File: src/design/cpu_config.svh
// widths are fixed for the 8-bit core and the instruction field positions assume 4 registers
`ifndef CPU_CONFIG_SVH
`define CPU_CONFIG_SVH

// register and ALU width
`define CPU_DATA_WIDTH  8

// general registers R0..R3
`define CPU_REG_COUNT   4

// one instruction word, opcode in the top nibble
`define CPU_INSTR_WIDTH 16

// zero, carry, negative, overflow
`define CPU_FLAG_WIDTH  4

`endif
File: src/design/cpuPkg.sv
// shared types of the pipelined core; field widths follow cpu_config.svh
package cpuPkg;

    `include "cpu_config.svh"

    typedef logic [`CPU_DATA_WIDTH-1:0]         data_t;   // one data byte
    typedef logic [$clog2(`CPU_REG_COUNT)-1:0]  regIdx_t; // register number
    typedef logic [`CPU_INSTR_WIDTH-1:0]        instr_t;  // raw instruction word

    typedef struct packed {
        logic zero;      // result is zero
        logic carry;     // carry out, borrow or shifted-out bit
        logic negative;  // result msb
        logic overflow;  // signed overflow, arithmetic only
    } flags_t;

    // reference numbering, holes are illegal
    typedef enum logic [3:0] {
        LDI = 4'h1,
        MOV = 4'h3,
        AND = 4'h4,
        OR  = 4'h5,
        NOT = 4'h6,
        ADD = 4'h7,
        SUB = 4'h8,
        LSL = 4'h9,
        LSR = 4'hA,
        INC = 4'hD,
        DEC = 4'hE
    } opcode_e;

    typedef struct packed {
        logic    valid;     // legal instruction in this slot
        opcode_e op;
        regIdx_t dest;
        data_t   operandA;  // already forwarded
        data_t   operandB;
        data_t   immediate; // low instruction byte for LDI
    } decoded_t;

    typedef struct packed {
        logic    valid;
        regIdx_t dest;
        data_t   data;
        flags_t  flags;
    } exResult_t;

    typedef data_t [`CPU_REG_COUNT-1:0] regFile_t; // whole register file, sent to decode

endpackage

File: src/design/cpuCore.sv
// three-stage core with no back-pressure; every legal word retires exactly three cycles after acceptance
`timescale 1ns/1ps

module cpuCore (
    input  logic            CLK,
    input  logic            reset_i,
    input  logic            instrValid_i,     // one-cycle strobe per word
    input  cpuPkg::instr_t  instr_i,
    output logic            resultValid_o,
    output cpuPkg::data_t   result_o,
    output cpuPkg::regIdx_t resultDest_o,
    output cpuPkg::flags_t  flags_o
);
    import cpuPkg::*;

    decoded_t  decoded;   // decode -> execute
    exResult_t aluNow;    // execute -> decode, same cycle
    exResult_t exReg;     // execute -> result and decode
    regFile_t  regs;      // result -> decode

    decodeUnit decode (
        .CLK          (CLK),
        .reset_i      (reset_i),
        .instrValid_i (instrValid_i),
        .instr_i      (instr_i),
        .regs_i       (regs),
        .aluNow_i     (aluNow),
        .exReg_i      (exReg),
        .decoded_o    (decoded)
    );

    executeUnit execute (
        .CLK       (CLK),
        .reset_i   (reset_i),
        .decoded_i (decoded),
        .aluNow_o  (aluNow),
        .exReg_o   (exReg)
    );

    resultUnit result (
        .CLK           (CLK),
        .reset_i       (reset_i),
        .exReg_i       (exReg),
        .regs_o        (regs),
        .resultValid_o (resultValid_o),
        .result_o      (result_o),
        .resultDest_o  (resultDest_o),
        .flags_o       (flags_o)
    );

endmodule

File: src/design/resultUnit.sv
// register file and flags clear on reset; result_o and resultDest_o only mean something while resultValid_o is high
`timescale 1ns/1ps

`include "cpu_config.svh"

module resultUnit (
    input  logic              CLK,
    input  logic              reset_i,
    input  cpuPkg::exResult_t exReg_i,
    output cpuPkg::regFile_t  regs_o,
    output logic              resultValid_o,
    output cpuPkg::data_t     result_o,
    output cpuPkg::regIdx_t   resultDest_o,
    output cpuPkg::flags_t    flags_o
);
    import cpuPkg::*;

    regFile_t                   regFile;
    logic [`CPU_FLAG_WIDTH-1:0] flagReg;  // last retired flags

    always_ff @(posedge CLK) begin
        if (reset_i) begin
            regFile       <= '0;
            flagReg       <= '0;
            resultValid_o <= 1'b0;
        end else begin
            resultValid_o <= exReg_i.valid;   // one pulse per result
            if (exReg_i.valid) begin
                regFile[exReg_i.dest] <= exReg_i.data;
                flagReg               <= exReg_i.flags;
            end
        end
    end

    // payload for the result port
    always_ff @(posedge CLK) begin
        if (exReg_i.valid) begin
            result_o     <= exReg_i.data;
            resultDest_o <= exReg_i.dest;
        end
    end

    assign regs_o  = regFile;            // decode reads the settled file
    assign flags_o = flags_t'(flagReg);

    // operands forwarded through decode and execute must be resolved by now
    assert property (@(posedge CLK) disable iff (reset_i)
        exReg_i.valid |-> !$isunknown({exReg_i.dest, exReg_i.data}))
        else $error("unknown data written to the register file");

endmodule

File: src/design/executeUnit.sv
// single-cycle ALU; carry is the borrow on SUB and DEC, overflow is set for arithmetic ops only
`timescale 1ns/1ps

`include "cpu_config.svh"

module executeUnit (
    input  logic              CLK,
    input  logic              reset_i,
    input  cpuPkg::decoded_t  decoded_i,
    output cpuPkg::exResult_t aluNow_o,   // unregistered, for forwarding
    output cpuPkg::exResult_t exReg_o
);
    import cpuPkg::*;

    localparam int MSB = `CPU_DATA_WIDTH - 1;

    data_t                   opA;
    data_t                   opB;
    data_t                   res;
    logic [`CPU_DATA_WIDTH:0] wide;       // extra bit holds carry or borrow
    flags_t                  aluFlags;

    assign opA = decoded_i.operandA;
    assign opB = decoded_i.operandB;

    always_comb begin
        wide     = '0;
        res      = '0;
        aluFlags = '0;
        case (decoded_i.op)
            LDI: res = decoded_i.immediate;
            MOV: res = opA;
            AND: res = opA & opB;
            OR:  res = opA | opB;
            NOT: res = ~opA;
            ADD: begin
                wide              = {1'b0, opA} + {1'b0, opB};
                res               = wide[MSB:0];
                aluFlags.carry    = wide[`CPU_DATA_WIDTH];
                aluFlags.overflow = (opA[MSB] == opB[MSB]) && (res[MSB] != opA[MSB]);
            end
            SUB: begin
                wide              = {1'b0, opA} - {1'b0, opB};
                res               = wide[MSB:0];
                aluFlags.carry    = wide[`CPU_DATA_WIDTH];  // borrow
                aluFlags.overflow = (opA[MSB] != opB[MSB]) && (res[MSB] != opA[MSB]);
            end
            LSL: begin
                res            = opA << 1;
                aluFlags.carry = opA[MSB];   // bit shifted out
            end
            LSR: begin
                res            = opA >> 1;
                aluFlags.carry = opA[0];
            end
            INC: begin
                wide              = {1'b0, opA} + 1'b1;
                res               = wide[MSB:0];
                aluFlags.carry    = wide[`CPU_DATA_WIDTH]; // FF wraps
                aluFlags.overflow = !opA[MSB] && res[MSB]; // 7F -> 80
            end
            DEC: begin
                wide              = {1'b0, opA} - 1'b1;
                res               = wide[MSB:0];
                aluFlags.carry    = wide[`CPU_DATA_WIDTH]; // borrow from 00
                aluFlags.overflow = opA[MSB] && !res[MSB]; // 80 -> 7F
            end
            default: res = '0;
        endcase
        aluFlags.zero     = (res == '0);
        aluFlags.negative = res[MSB];
    end

    assign aluNow_o = '{valid: decoded_i.valid, dest: decoded_i.dest,
                        data: res, flags: aluFlags};

    always_ff @(posedge CLK) begin
        exReg_o <= aluNow_o;
        if (reset_i) begin
            exReg_o.valid <= 1'b0;
        end
    end

    // logic ops leave carry clear in the registered result
    assert property (@(posedge CLK) disable iff (reset_i)
        decoded_i.valid && decoded_i.op inside {MOV, AND, OR, NOT}
            |=> exReg_o.valid && !exReg_o.flags.carry)
        else $error("carry set by a logic operation");

endmodule

File: src/design/decodeUnit.sv
// accepts one word per cycle with no stall; illegal opcodes are dropped here and never retire
`timescale 1ns/1ps

module decodeUnit (
    input  logic              CLK,
    input  logic              reset_i,
    input  logic              instrValid_i,
    input  cpuPkg::instr_t    instr_i,
    input  cpuPkg::regFile_t  regs_i,     // settled register file
    input  cpuPkg::exResult_t aluNow_i,   // op in execute right now
    input  cpuPkg::exResult_t exReg_i,    // op being written this edge
    output cpuPkg::decoded_t  decoded_o
);
    import cpuPkg::*;

    opcode_e  opcode;
    logic     legal;
    regIdx_t  srcA;
    regIdx_t  srcB;
    decoded_t decodedNext;

    // youngest producer wins, then the landing write, then the file
    function automatic data_t forward(
        input regIdx_t   idx,
        input exResult_t young,
        input exResult_t old,
        input regFile_t  regs
    );
        data_t value;
        if (young.valid && young.dest == idx) begin
            value = young.data;       // one instruction ahead
        end else if (old.valid && old.dest == idx) begin
            value = old.data;         // two ahead, write not visible yet
        end else begin
            value = regs[idx];
        end
        return value;
    endfunction

    assign opcode = opcode_e'(instr_i[15:12]); // top nibble
    assign srcA   = instr_i[5:4];
    assign srcB   = instr_i[1:0];

    always_comb begin
        case (opcode)
            LDI, MOV, AND, OR, NOT, ADD, SUB, LSL, LSR, INC, DEC: begin
                legal = 1'b1;
            end
            default: begin
                legal = 1'b0;  // 0, 2, B, C, F
            end
        endcase
    end

    always_comb begin
        decodedNext.valid     = instrValid_i && legal;
        decodedNext.op        = opcode;
        decodedNext.dest      = instr_i[9:8];
        decodedNext.operandA  = forward(srcA, aluNow_i, exReg_i, regs_i);
        decodedNext.operandB  = forward(srcB, aluNow_i, exReg_i, regs_i);
        decodedNext.immediate = instr_i[7:0]; // only LDI reads it
    end

    always_ff @(posedge CLK) begin
        decoded_o <= decodedNext;      // payload every edge
        if (reset_i) begin
            decoded_o.valid <= 1'b0;
        end
    end

    // a valid slot only ever carries a legal opcode
    assert property (@(posedge CLK) disable iff (reset_i)
        decoded_o.valid |-> decoded_o.op inside
            {LDI, MOV, AND, OR, NOT, ADD, SUB, LSL, LSR, INC, DEC})
        else $error("decode issued a word with an illegal opcode");

endmodule

File: config.mk
export PLATFORM = sky130hd
export DESIGN_NAME = cpuCore
export DESIGN_NICKNAME = d
export VERILOG_FILES = /design/src/design/cpuPkg.sv /design/src/design/cpuCore.sv /design/src/design/resultUnit.sv /design/src/design/executeUnit.sv /design/src/design/decodeUnit.sv
export VERILOG_INCLUDE_DIRS = /design/src /design/src/design
export SDC_FILE = /design/constraint.sdc
export NUM_CORES = 1
export LEC_CHECK = 0
export BUFFER_PORTS_ARGS = -buffer_cell sky130_fd_sc_hd__buf_4
export CORE_MARGIN = 4
export CORE_UTILIZATION = 23
export CTS_CLUSTER_SIZE = 14
export DETAILED_ROUTE_END_ITERATION = 10
export PLACE_DENSITY = 0.39
export SYNTH_ARGS = -nofsm -noshare
export SYNTH_HDL_FRONTEND = slang
export SYNTH_SLANG_ARGS = --single-unit
File: constraint.sdc
create_clock -name CLK -period 3.86 [get_ports CLK]
set_input_delay 0.193 -clock CLK [delete_from_list [all_inputs] [get_ports CLK]]
set_output_delay 0.193 -clock CLK [all_outputs]
set_load 0.1 [all_outputs]
== Yosys cells after proc, flatten, opt, wreduce, memory -nomap -nowiden ==
Memories as Yosys holds them, arrays and structs flattened.
Index checks and enable logic that the tools add are counted.
Word-level totals
  input port bits: 19
  bits in read-only memories: 16
  output and inout port bits: 15
  logic and storage cells: 79
  flip-flop bits (word level): 93
  memories: 1
Cells by class
  bitwise gates (word level): 3
  multiplexer cells: 14
  equality and inequality tests: 19
  order comparisons: 4
  reduce and logical (&&, ||, !) cells: 13
  add/subtract/negate cells: 4
Memories
  (name not given): words 16, width 1, rd ports 1, clocked after Yosys merged registers in 0, wr ports 0, RTL line decodeUnit.sv:45  | case (opcode)
Operators with widths (number)
  8-bit case mux with 11 select lines: 1
  8-bit two-way mux: 7
  8-bit binary-select mux with 2-bit select: 2
  32-bit bitwise mux: 1
  4-bit equality test, second input constant: 5
  8-bit demux with 2-bit select: 1
  4-bit by 3-bit equality test with 1-bit output, second input constant: 4
  1-bit logical AND: 10
  8-bit by 1-bit adder with 9-bit output, second input constant: 1
  8-bit by 8-bit adder with 9-bit output: 1
  2-bit by 3-bit < comparator with 1-bit output, second input constant: 3
  8-bit by 1-bit subtractor with 9-bit output, second input constant: 1
  8-bit by 8-bit subtractor with 9-bit output: 1
  8-bit bitwise AND: 1
  2-bit equality test: 4
  8-bit logical NOT: 1
  8-bit inverter: 1
  8-bit bitwise OR: 1
  1-bit case mux with 6 select lines: 1
  4-bit by 1-bit equality test with 1-bit output, second input constant: 1
  4-bit by 2-bit equality test with 1-bit output, second input constant: 1
  1-bit case mux with 4 select lines: 1
  1-bit != test: 3
  2-bit by 1-bit greater-or-equal comparator with 1-bit output, second input constant: 1
  other kinds (2): 3

== Longest topological paths before layout ==
Gate-level depths: netlist of run 1.
  depth in word-level cells: 5
  gate-level depth with buffers: 11
  gate-level depth less buffers: 10

== Hierarchy ==
From an unflattened synthesis of run 1, not the netlist that was laid out.
Unflattened totals
  cells, all modules: 609
  area total of the unflattened synthesis: 5870.6 um^2
Modules (own cells, without submodules)
  executeUnit: cells each 324, instances 1, sequential area each 280.3 um^2, area each 2383.5 um^2
  resultUnit: cells each 142, instances 1, sequential area each 1041.0 um^2, area each 1769.2 um^2
  decodeUnit: cells each 143, instances 1, sequential area each 620.6 um^2, area each 1717.9 um^2

== Least setup slack after synthesis of run 1 ==
OpenSTA, ideal clock, no wires.
  path kind: register to register
  start: register decode.decoded_o[18] (netlist name)
  end: register execute.exReg_o[3] (netlist name)
  setup time: 74 ps
  data arrival time: 2683 ps
  stages on the path, launching flop included: 12
  required time: 3786 ps
  clock period less this slack: 2757 ps
  path buffers: 2
  slack: 1103 ps
  cells stage by stage: dfxtp_1 buf_2 inv_1 ha_1 buf_2 nor2b_1 a2111oi_0 nor3_1 xnor2_1 o211ai_2 or4_1 nor3_2
RTL lines
  from (decl): RTL line decodeUnit.sv:12  | output cpuPkg::decoded_t decoded_o
  from (signal assigned): RTL line decodeUnit.sv:65  | decoded_o <= decodedNext;
  to (signal assigned): RTL line executeUnit.sv:78  | exReg_o <= aluNow_o;
  to (decl): RTL line executeUnit.sv:11  | output cpuPkg::exResult_t exReg_o

==> key figures, run 1 <==
Clock network
  – CTS tree: yes
  – Total CTS buffers: 9
  – CTS root buf: clkbuf_16
  – Clock Latency Late Sink: 0.34 ns
  – CTS Sinks: 92
  – Clk buf depth: 2
  – # H-tree levels: 3
  – Cts repair resizes: 0
  – Clock input transition at the sequential cells of the worst setup and hold paths: 0.06 ns

Yosys
  – Post-synthesis xor/xnor area fraction: 0.0259
  – Syn_nets: 611
  – Synth top area cells: dfxtp_1, mux2i_1, ha_1
  – Synth Area in Compound Gates: 0.149
  – Simple-gate share of the synthesized area: 0.166
  – Async SR Flop Fraction: 0
  – Main synth FF type: dfxtp_1
  – YS warnings: 0
  – Post-synth EDFFs: 10
  – Post-synth top area cell: dfxtp_1
  – Syn Inst Count: 561
  – Mux contribution to synthesized area: 0.171
  – Mean Syn Cell Area: 9.64 sq um
  – Synth cell types: 71
  – Adder-cell share of the synthesized area: 0.0745
  – Seq/Total Area, Yosys: 0.359
  – Most common cell in the netlist: dfxtp_1
  – Synthesis-stage register bit count: 92
  – Synth Cell Area: 5410 sq um
  – Yosys top cell area share: 0.304
  – Combinational family with the most area after synthesis: multiplexers
  – Post-synth top cells: dfxtp_1, nor2_1, mux2i_1, ha_1, a21oi_1

Pwr
  – Pwr Density: 383 nW/um^2
  – Worst vdd ir: 201 uV
  – Overall power: 2.43 mW
  – Leak: 2.65 nW
  – Combinational Power Share: 0.163
  – Pint: 1.78 mW
  – Clock power share: 0.399
  – Switching share of power: 0.271
  – Sequential share of power: 0.438
  – Net Sw Power: 0.659 mW

Placed design
  – Final HPWL DP: 11400 um
  – Final Wtd Congestion: 0.826
  – IO Port Bufs: 31
  – Pre-CTS setup slack: 0.603 ns

STA
  – Final worst-path cycle share: 0.846
  – Final Max Tran Viols: 0
  – Final hold vios: 0
  – Setup Viol. Count Final: 0
  – Slew headroom: 0.535
  – Final WS setup: 0.593 ns
  – Tmin final: 3.27 ns
  – Setup tns final: 0 ns
  – FMAX: 0.306 GHz
  – Worst Skew: 0.00674 ns
  – Slew @ Worst Pin: 0.697 ns
  – Unrepaired setup endpoints after global routing: no

Route
  – Routed Antenna Nets: 0
  – DR vias: 4301
  – Drt first pass iters: 5
  – Vias/cell: 4.75
  – Starting DRT DRC Count: 393
  – Average wire per standard cell: 17.0 um
  – DRC: 0
  – Post-Route WL: 15400 um

Worst hold path
  – Worst min path class: primary input to register
  – Worst hold start: instr_i[5]

Die
  – Cell row count: 55
  – Die X: 161 um
  – Core area: 22800 sq um
  – Die area: 26000 sq um
  – Num ports: 34
  – Starting Density: 0.237
  – Die height: 161 um

Setup path
  – Critical Path Sink Type: register
  – Crit path kind: register to register
  – Crit path launch type: register
  – Crit. Startpoint: decode.decoded_o[16]$_DFF_P_
  – Critical path fanouts, max: 11
  – Data arrival, critical path: 3.54 ns
  – RR Startpoint: decode.decoded_o[16]$_DFF_P_
  – Required time worst endpoint: 4.14 ns

GRT
  – Vias in the first global route: 4242
  – Total gr overflow: 0
  – Largest net degree at the start of global routing: 40
  – Initial antenna violation count: 0
  – Overall global routing resource usage: 0.119
  – First-pass GRT wire length: 24400 um

Status
  – Outcome: finished, final reports clean

Layout
  – Ant. Diodes: 0
  – Area Overhead vs Synth: 17.7%
  – Fin nets: 638
  – Layout cells sized above 1: 0.148

Job
  – Max Cap Viol: 0
-- stage by stage --
step | util | instance area, sq um | std cells | hold WS (ns)
6_report | 0.278 | 6360 | 906 | 0.112
5_1_grt | 0.278 | 6360 | 906 | 0.104
4_1_cts | 0.278 | 6360 | 906 | 0.0952
3_5_place_dp | 0.260 | 5930 | 880 | 0.299
3_3_place_gp | 0.260 | 5930 | 880 | 0.298
2_1_floorplan | - | 5410 | 561 | 0.221
-- cells in the final DEF (no fill, tap or decap), types with 5 or more instances in the layout --
master and instances:
nor3_1 10, dlygate4sd3_1 10, a31oi_1 5, o221ai_1 5, nor2b_1 15, inv_1 24
buf_4 45, o22ai_1 5, xnor2_1 15, clkbuf_16 9, a21oi_1 26, mux4_2 16
a32oi_1 6, nand2b_1 7, nand4b_1 5, a22o_1 6, ha_1 29, nor2_1 67
dfxtp_1 82, o21ai_0 10, nand3_1 15, edfxtp_1 10, nand2_1 22, mux2i_1 55
o21a_1 5, nand3b_1 5
-- layer usage --
layer,vias up,wire (um),track usage
li1,2100,-,-
met1,2087,6950,0.149
met2,92,7590,0.205
met3,22,466,0.0184
met4,0,372,0.0450
met5,-,0,0
-- flip-flops by register name, indices dropped and copies added, names as in the netlist --
register and flops:
result.resultDest_o 2, result.flags_o 4, result.regs_o 32, execute.exReg_o 14, decode.decoded_o 31, result.result_o 8
result.resultValid_o 1
-- power by group through the flow --
| stage | clock [mW] | combinational [mW] | sequential, mW |
|---|---|---|---|
| floorplan | 0 | 0.260 | 1.09 |
| global placement | 0 | 0.386 | 1.09 |
| detailed placement | 0 | 0.386 | 1.09 |
| CTS | 1.01 | 0.397 | 1.07 |
| global route | 1.05 | 0.431 | 1.07 |
| finish | 0.971 | 0.397 | 1.07 |
-- cells by family after synthesis --
group,after synthesis
buf+inv,63
xor+xnor,16
mux,72
simple gates,175
flops,92
fa+ha+maj,31
compound gates,112
-- layout make-up --
cell class	instances	area, sq um
Tap cell	313	392
Multi-Input combinational cell	406	3170
Inverter	24	90.1
Fill cell	2470	16500
Sequential cell	92	1940
Clock buffer	13	260
Timing Repair Buffer	55	438
Clock inverter	3	68.8
-- worst max-delay path: stages, from the launching register on --
cell	delay (ns)
dfxtp_1	0.55
inv_1	0.18
ha_1	0.25
or2_2	0.32
a2111oi_0	0.56
buf_4	0.22
o22a_1	0.22
a21oi_1	0.09
o21ai_0	0.57
o21a_1	0.25
-- path summary, 6_finish.rpt --
| path | slack [ns] | depth (start not counted) | end |
|---|---|---|---|
| worst max-delay path | 0.59 | 9 | decode.decoded_o[23]$_DFF_P_ |
| worst min-delay path | 0.11 | 1 | decode.decoded_o[5]$_DFF_P_ |
| worst max register to register | 0.59 | 9 | decode.decoded_o[23]$_DFF_P_ |
| worst min register to register | 0.39 | 0 | execute.exReg_o[12]$_DFF_P_ |
-- timing repair --
action / 4_1_cts / 5_1_grt
endpoints found under the hold margin: 10 / 0
setup buffers: 0 / 0
hold buffers: 10 / 0
Note: power is estimated with default switching activity, not from simulation.
==> run 2: changes to the inputs <==
Settings changed: PLACE_DENSITY 0.39 to 0.41.
Clock period 3.86 ns to 3 ns, I/O delays scaled along.
==> run 2 against run 1 <==
Compared with the run above:
- register-to-register slack worse by 0.50 ns
- maximum frequency up 13%
- power up 20%
- die area unchanged
- worst hold slack worse by 0.038 ns
- final cell count up 1.7%
- clock-buffer cell count down 3
- combinational power up 38%
- critical path depth up 1
- first-iteration DRC count up 0.51%
- flip-flop and latch count unchanged
- sequential share of layout area down 0.31 points
==> key figures, run 2 (same netlist as run 1, synthesis figures left out) <==
STA
  – Tmin final: 2.90 ns (-0.364 ns)
  – Hold slack: 0.0739 ns (-0.0383 ns)
  – FMAX: 0.344 GHz (+13%)
  – Unrepaired setup endpoints after global routing: no
  – Slew @ Worst Pin: 0.643 ns (-0.0535 ns)
  – Final hold vios: 0 (unchanged)
  – Setup tns final: 0 ns (unchanged)
  – Final WS setup: 0.0972 ns (-0.496 ns)
  – Slew headroom: 0.570 (+0.0350)
  – Final Max Tran Viols: 0 (unchanged)
  – Setup Viol. Count Final: 0 (unchanged)
  – Worst Skew: 0.00993 ns (+0.00320 ns)
  – Final worst-path cycle share: 0.968 (+0.121)

Clock network
  – CTS Sinks: 92 (unchanged)
  – Clock input transition at the sequential cells of the worst setup and hold paths: 0.06 ns (about the same)
  – CTS tree: yes
  – Clock Latency Late Sink: 0.33 ns (about the same)
  – # H-tree levels: 3 (unchanged)
  – Total CTS buffers: 9 (unchanged)
  – Clk buf depth: 2 (unchanged)
  – Postcts setup bufs: 0 (unchanged)
  – CTS root buf: clkbuf_16

Pwr
  – Pwr Density: 453 nW/um^2 (+18%)
  – Leak: 2.71 nW (+2.1%)
  – Worst vdd ir: 218 uV (+8.3%)
  – Overall power: 2.91 mW (+20%)

Layout
  – Fin nets: 656 (+2.8%)
  – Area of the multi-input gates: 3180 sq um (+0.39%)
  – Ant. Diodes: 0 (unchanged)
  – Layout Cells excl Fill: 921 (+1.7%)
  – Fillers: 2470 (unchanged)
  – Area Overhead vs Synth: 18.9%
  – Flip-flop and latch area: 1940 sq um (unchanged)
  – Max reg flops: 32 (unchanged)
  – Layout cells sized above 1: 0.174 (+0.0259)
  – Final instance area: 6430 sq um (+1.0%)
  – Most common cell after layout, fill and taps aside: dfxtp_1
  – Most frequent cells in the layout: dfxtp_1, nor2_1, buf_4
  – Final Util: 0.281 (+0.00285)

GRT
  – Overall global routing resource usage: 0.118 (-0.00126)
  – Total gr overflow: 0 (unchanged)
  – Initial antenna violation count: 0 (unchanged)
  – Largest net degree at the start of global routing: 40 (unchanged)
  – Vias in the first global route: 4406 (+3.9%)
  – First-pass GRT wire length: 24500 um (+0.34%)

Route
  – Drt first pass iters: 6 (+1)
  – Post-Route WL: 15200 um (-1.2%)
  – Vias/cell: 4.73 (-0.39%)
  – Starting DRT DRC Count: 395 (+0.51%)
  – DR vias: 4355 (+1.3%)
  – Average wire per standard cell: 16.5 um (-2.8%)
  – Routed Antenna Nets: 0 (unchanged)
  – DRC: 0 (unchanged)

Setup path
  – Crit path kind: register to register
  – Worst-path cell chain: inv_1 -> ha_1 -> or2_2 -> a2111oi_2 -> buf_4 -> nor3_1 -> xnor2_1 -> o211ai_2 -> or4_1 -> nor3_2
  – Critical path's largest stage delay: 0.61 ns (+0.04 ns)
  – Crit path launch type: register
  – Critical path fanouts, max: 4 (-7)
  – Critical Path Sink Type: register
  – Crit-path slowest cell: or4_1
  – Data arrival, critical path: 3.16 ns (-0.38 ns)
  – Required time worst endpoint: 3.26 ns (-0.88 ns)
  – R2R Setup Slk: 0.1 ns (-0.50 ns)

Placed design
  – IO Port Bufs: 31 (unchanged)
  – Cell area after placement: 6070 sq um (+2.3%)
  – Final Wtd Congestion: 0.844 (+2.2%)
  – Final HPWL DP: 11600 um (+1.4%)
  – Pre-CTS setup slack: -0.113 ns (-0.716 ns)
  – Cell count after placement: 898 (+2.0%)

Die
  – Die area: 26000 sq um (unchanged)
  – Num ports: 34 (unchanged)
  – Die X: 161 um (unchanged)
  – Cell row count: 55 (unchanged)
  – Die height: 161 um (unchanged)
  – Core area: 22800 sq um (unchanged)
  – Starting Density: 0.237 (unchanged)

Worst hold path
  – Worst min path class: primary input to register

Status
  – Outcome: finished, final reports clean

Job
  – Max Cap Viol: 0 (unchanged)
==> run 2: final cells by class <==
| cell class | count | share of cell area |
|---|---|---|
| multi-input cells | 406 | 0.495 |
| flip-flops and latches | 92 | 0.302 |
| repair buffers | 73 | 0.0892 |
| well taps | 313 | 0.0609 |
| clock buffers | 10 | 0.0356 |
| inverters | 24 | 0.0140 |
| clock inverters | 3 | 0.00273 |
==> run 2: what timing repair did <==
action | 4_1_cts | 5_1_grt
gates resized for setup | 3 | 1
hold buffers | 10 | 0
endpoints found under the setup margin | 4 | 2
endpoints found under the hold margin | 10 | 0
==> run 2: critical path: cells and delay by family (launching register included) <==
| kind | cells | cell delay (ns) |
|---|---|---|
| AO/OA/AOI/OAI | 2 | 0.51 |
| flip-flops | 1 | 0.44 |
| adder cells (fa/ha/maj) | 1 | 0.31 |
| AND/OR/NAND/NOR | 4 | 1.09 |
| XOR/XNOR | 1 | 0.17 |
| buffers and inverters | 2 | 0.29 |
==> run 2: worst paths after layout <==
path / start / to / depth (start not counted)
max: decode.decoded_o[9]$_DFF_P_ / execute.exReg_o[3]$_DFF_P_ / 10
min: instr_i[1] / decode.decoded_o[1]$_DFF_P_ / 1
min reg2reg: decode.decoded_o[24]$_DFF_P_ / execute.exReg_o[12]$_DFF_P_ / 0
max reg2reg: decode.decoded_o[9]$_DFF_P_ / execute.exReg_o[3]$_DFF_P_ / 10
==> run 2: metal layers <==
layer,track usage,part of all wire,vias to the layer above
met3,0.0128,0.028,22
met2,0.203,0.49,88
met4,0.0481,0.027,0
li1,-,-,2138
met5,0,0,-
met1,0.150,0.45,2107
==> run 2: where the power goes <==
part,internal [mW],switching [mW],total (mW)
clock,0.545,0.446,0.991
sequential,1.30,0.0690,1.37
combinational,0.233,0.317,0.549
==> run 3: changes to the inputs <==
Settings changed: GPL_TIMING_DRIVEN set to 0.
==> run 3 against run 2 <==
Compared with the run above:
- sequential power about the same
- wire length increased by 7.4%
- largest power group unchanged
- register-to-register slack improved by 0.02 ns
- sequential share of layout area decreased by 0.52 points
- worst hold slack improved by 0.020 ns
==> key figures, run 3 (same netlist as run 1, synthesis figures left out) <==
Placed design
  – Final HPWL DP: 12600 um (+8.6%)
  – IO Port Bufs: 30 (-3.2%)
  – Cell area after placement: 6020 sq um (-0.72%)
  – Final Wtd Congestion: 0.886 (+4.9%)

Die
  – Die height: 161 um (unchanged)
  – Core area: 22800 sq um (unchanged)
  – Die X: 161 um (unchanged)
  – Cell row count: 55 (unchanged)
  – Num ports: 34 (unchanged)
  – Starting Density: 0.237 (unchanged)
  – Die area: 26000 sq um (unchanged)

Layout
  – Final Util: 0.288 (+0.00657)
  – Max reg flops: 32 (unchanged)
  – Area Overhead vs Synth: 21.6%
  – Most frequent cells in the layout: dfxtp_1, nor2_1, mux2i_1
  – Most common cell after layout, fill and taps aside: dfxtp_1
  – Final instance area: 6580 sq um (+2.3%)
  – Fin nets: 670 (+2.1%)
  – Layout cells sized above 1: 0.178 (+0.00326)
  – Ant. Diodes: 0 (unchanged)

Setup path
  – Critical path's largest stage delay: 0.52 ns (-0.09 ns)
  – CP Buf/Inv Count: 1 (-1)
  – R2R Setup Slk: 0.12 ns (+0.02 ns)
  – Crit path launch type: register
  – Critical Path Sink Type: register
  – R2R cell count: 9 (-1)
  – CP top delay family: simple AND/OR/NAND/NOR gates
  – Crit path kind: register to register
  – Critical path fanouts, max: 11 (+7)
  – Data arrival, critical path: 3.15 ns (about the same)
  – Worst-path cell chain: clkinvlp_4 -> ha_4 -> fa_2 -> o31ai_1 -> a32oi_1 -> o2111ai_1 -> or3_4 -> or4_4 -> nor3_2
  – Crit-path slowest cell: fa_2
  – WP depth: 9 (-1)
  – RR Startpoint: decode.decoded_o[16]$_DFF_P_
  – Critical R2R Capture: execute.exReg_o[3]$_DFF_P_
  – Required time worst endpoint: 3.27 ns (about the same)

Clock network
  – Clock Latency Late Sink: 0.34 ns (about the same)
  – Total CTS buffers: 9 (unchanged)
  – Clk buf depth: 2 (unchanged)
  – CTS tree: yes
  – CTS Sinks: 92 (unchanged)
  – CTS root buf: clkbuf_16
  – Clock input transition at the sequential cells of the worst setup and hold paths: 0.06 ns (about the same)
  – # H-tree levels: 3 (unchanged)

Pwr
  – Pwr Density: 459 nW/um^2 (+1.3%)
  – Combinational Power Share: 0.188 (about the same)
  – Switching share of power: 0.283 (-0.00239)
  – Worst vdd ir: 230 uV (+5.7%)
  – Pint: 2.16 mW (+4.0%)
  – Clock power share: 0.359 (+0.019)
  – Net Sw Power: 0.854 mW (+2.8%)
  – Leak: 2.73 nW (+0.72%)
  – Sequential share of power: 0.454 (-0.017)

Route
  – Post-Route WL: 16300 um (+7.4%)
  – Vias/cell: 4.69 (-0.89%)
  – Average wire per standard cell: 17.4 um (+5.4%)
  – DRC: 0 (unchanged)
  – DR vias: 4396 (+0.94%)
  – Routed Antenna Nets: 0 (unchanged)
  – Starting DRT DRC Count: 223 (-44%)
  – Drt first pass iters: 4 (-2)

GRT
  – Overall global routing resource usage: 0.126 (+0.00877)
  – Initial antenna violation count: 0 (unchanged)
  – Vias in the first global route: 4454 (+1.1%)
  – Total gr overflow: 0 (unchanged)
  – First-pass GRT wire length: 25800 um (+5.4%)
  – Largest net degree at the start of global routing: 15 (-63%)

Worst hold path
  – Worst Hold End: decode.decoded_o[30]$_SDFF_PP0_
  – Worst hold start: instrValid_i
  – Hold depth: 2 (+1)
  – Worst min path class: primary input to register

STA
  – FMAX: 0.347 GHz (+0.63%)
  – Slew headroom: 0.408 (-0.162)
  – Unrepaired setup endpoints after global routing: yes
  – Final hold vios: 0 (unchanged)
  – Setup Viol. Count Final: 0 (unchanged)
  – Tmin final: 2.88 ns (-0.0183 ns)
  – Final Max Tran Viols: 0 (unchanged)
  – Slew @ Worst Pin: 0.888 ns (+0.245 ns)
  – Final worst-path cycle share: 0.962 (-0.00609)
  – Worst Skew: 0.00559 ns (-0.00434 ns)

Status
  – Outcome: finished, final reports clean

Job
  – Max Cap Viol: 0 (unchanged)
run 3: cell count changes in the layout (fill, tap and decap cells not counted), moves of 2 or more:
| cell | before | now |
|---|---|---|
| buf_4 | 63 | 39 |
| dfxtp_1 | 82 | 79 |
| buf_2 | 0 | 8 |
| clkinvlp_4 | 1 | 3 |
| clkbuf_8 | 0 | 3 |
| ha_4 | 0 | 2 |
| clkbuf_1 | 1 | 19 |
| inv_1 | 24 | 22 |
| dlygate4sd3_1 | 10 | 14 |
| ha_1 | 29 | 27 |
| buf_6 | 0 | 5 |
| dfxtp_4 | 0 | 3 |
run 3: timing repair:
item                                   4_1_cts  5_1_grt
gates resized for setup                     13       14
setup endpoints to repair                   11        6
hold buffers                                14        0
gates cloned                                 0        0
endpoints found under the hold margin       14        0
pin swaps                                    4        6
setup buffers                                1        5
run 3: layer usage:
layer  up-vias  routed length [um]  GRT usage
li1       2168                   -          -
met1      2146                7420      0.158
met2        58                8190      0.222
met3        24                 283     0.0145
met4         0                 423     0.0504
met5         -                   0          0
run 3: per-stage QoR:
| stage | instances | TNS [ns] | total power, mW | hold slack [ns] | setup WS, ns |
|---|---|---|---|---|---|
| after floorplan | 561 | 0 | 1.74 | 0.178 | 0.243 |
| after global placement | 904 | -3.68 | 1.91 | 0.255 | -0.716 |
| after detailed placement | 904 | -3.24 | 1.91 | 0.256 | -0.682 |
| after CTS | 934 | 0 | 3.05 | 0.0750 | 0.0164 |
| after global routing | 938 | -0.0343 | 3.16 | 0.0899 | -0.0343 |
| final | 938 | 0 | 3.02 | 0.0940 | 0.115 |
run 3: how the worst max path moves through the flow:
stage                                       startpoint  slack (ns)                         end
after floorplan           decode.decoded_o[18]$_DFF_P_        0.24  execute.exReg_o[3]$_DFF_P_
after global placement    decode.decoded_o[18]$_DFF_P_       -0.72  execute.exReg_o[3]$_DFF_P_
after detailed placement  decode.decoded_o[18]$_DFF_P_       -0.68  execute.exReg_o[3]$_DFF_P_
after CTS                 decode.decoded_o[20]$_DFF_P_        0.02  execute.exReg_o[3]$_DFF_P_
after global routing      decode.decoded_o[16]$_DFF_P_       -0.03  execute.exReg_o[3]$_DFF_P_
final                     decode.decoded_o[16]$_DFF_P_        0.12  execute.exReg_o[3]$_DFF_P_
run 3: area by class of cell:
cell class,count,area [sq um]
sequential,92,1950
inverter,24,97.6
fill,2495,16300
clock buffer,12,267
tap,313,392
clock inverter,4,22.5
timing repair buffer,50,410
multi-input combinational,406,3240
buffer,37,199
run 3: power groups by stage:
stage          Sequential (mW)  Clock, mW  Combinational [mW]
4_1_cts                   1.37       1.13               0.550
6_report                  1.37       1.08               0.567
2_1_floorplan             1.40          0               0.335
3_3_place_gp              1.39          0               0.518
5_1_grt                   1.38       1.17               0.617
3_5_place_dp              1.39          0               0.513
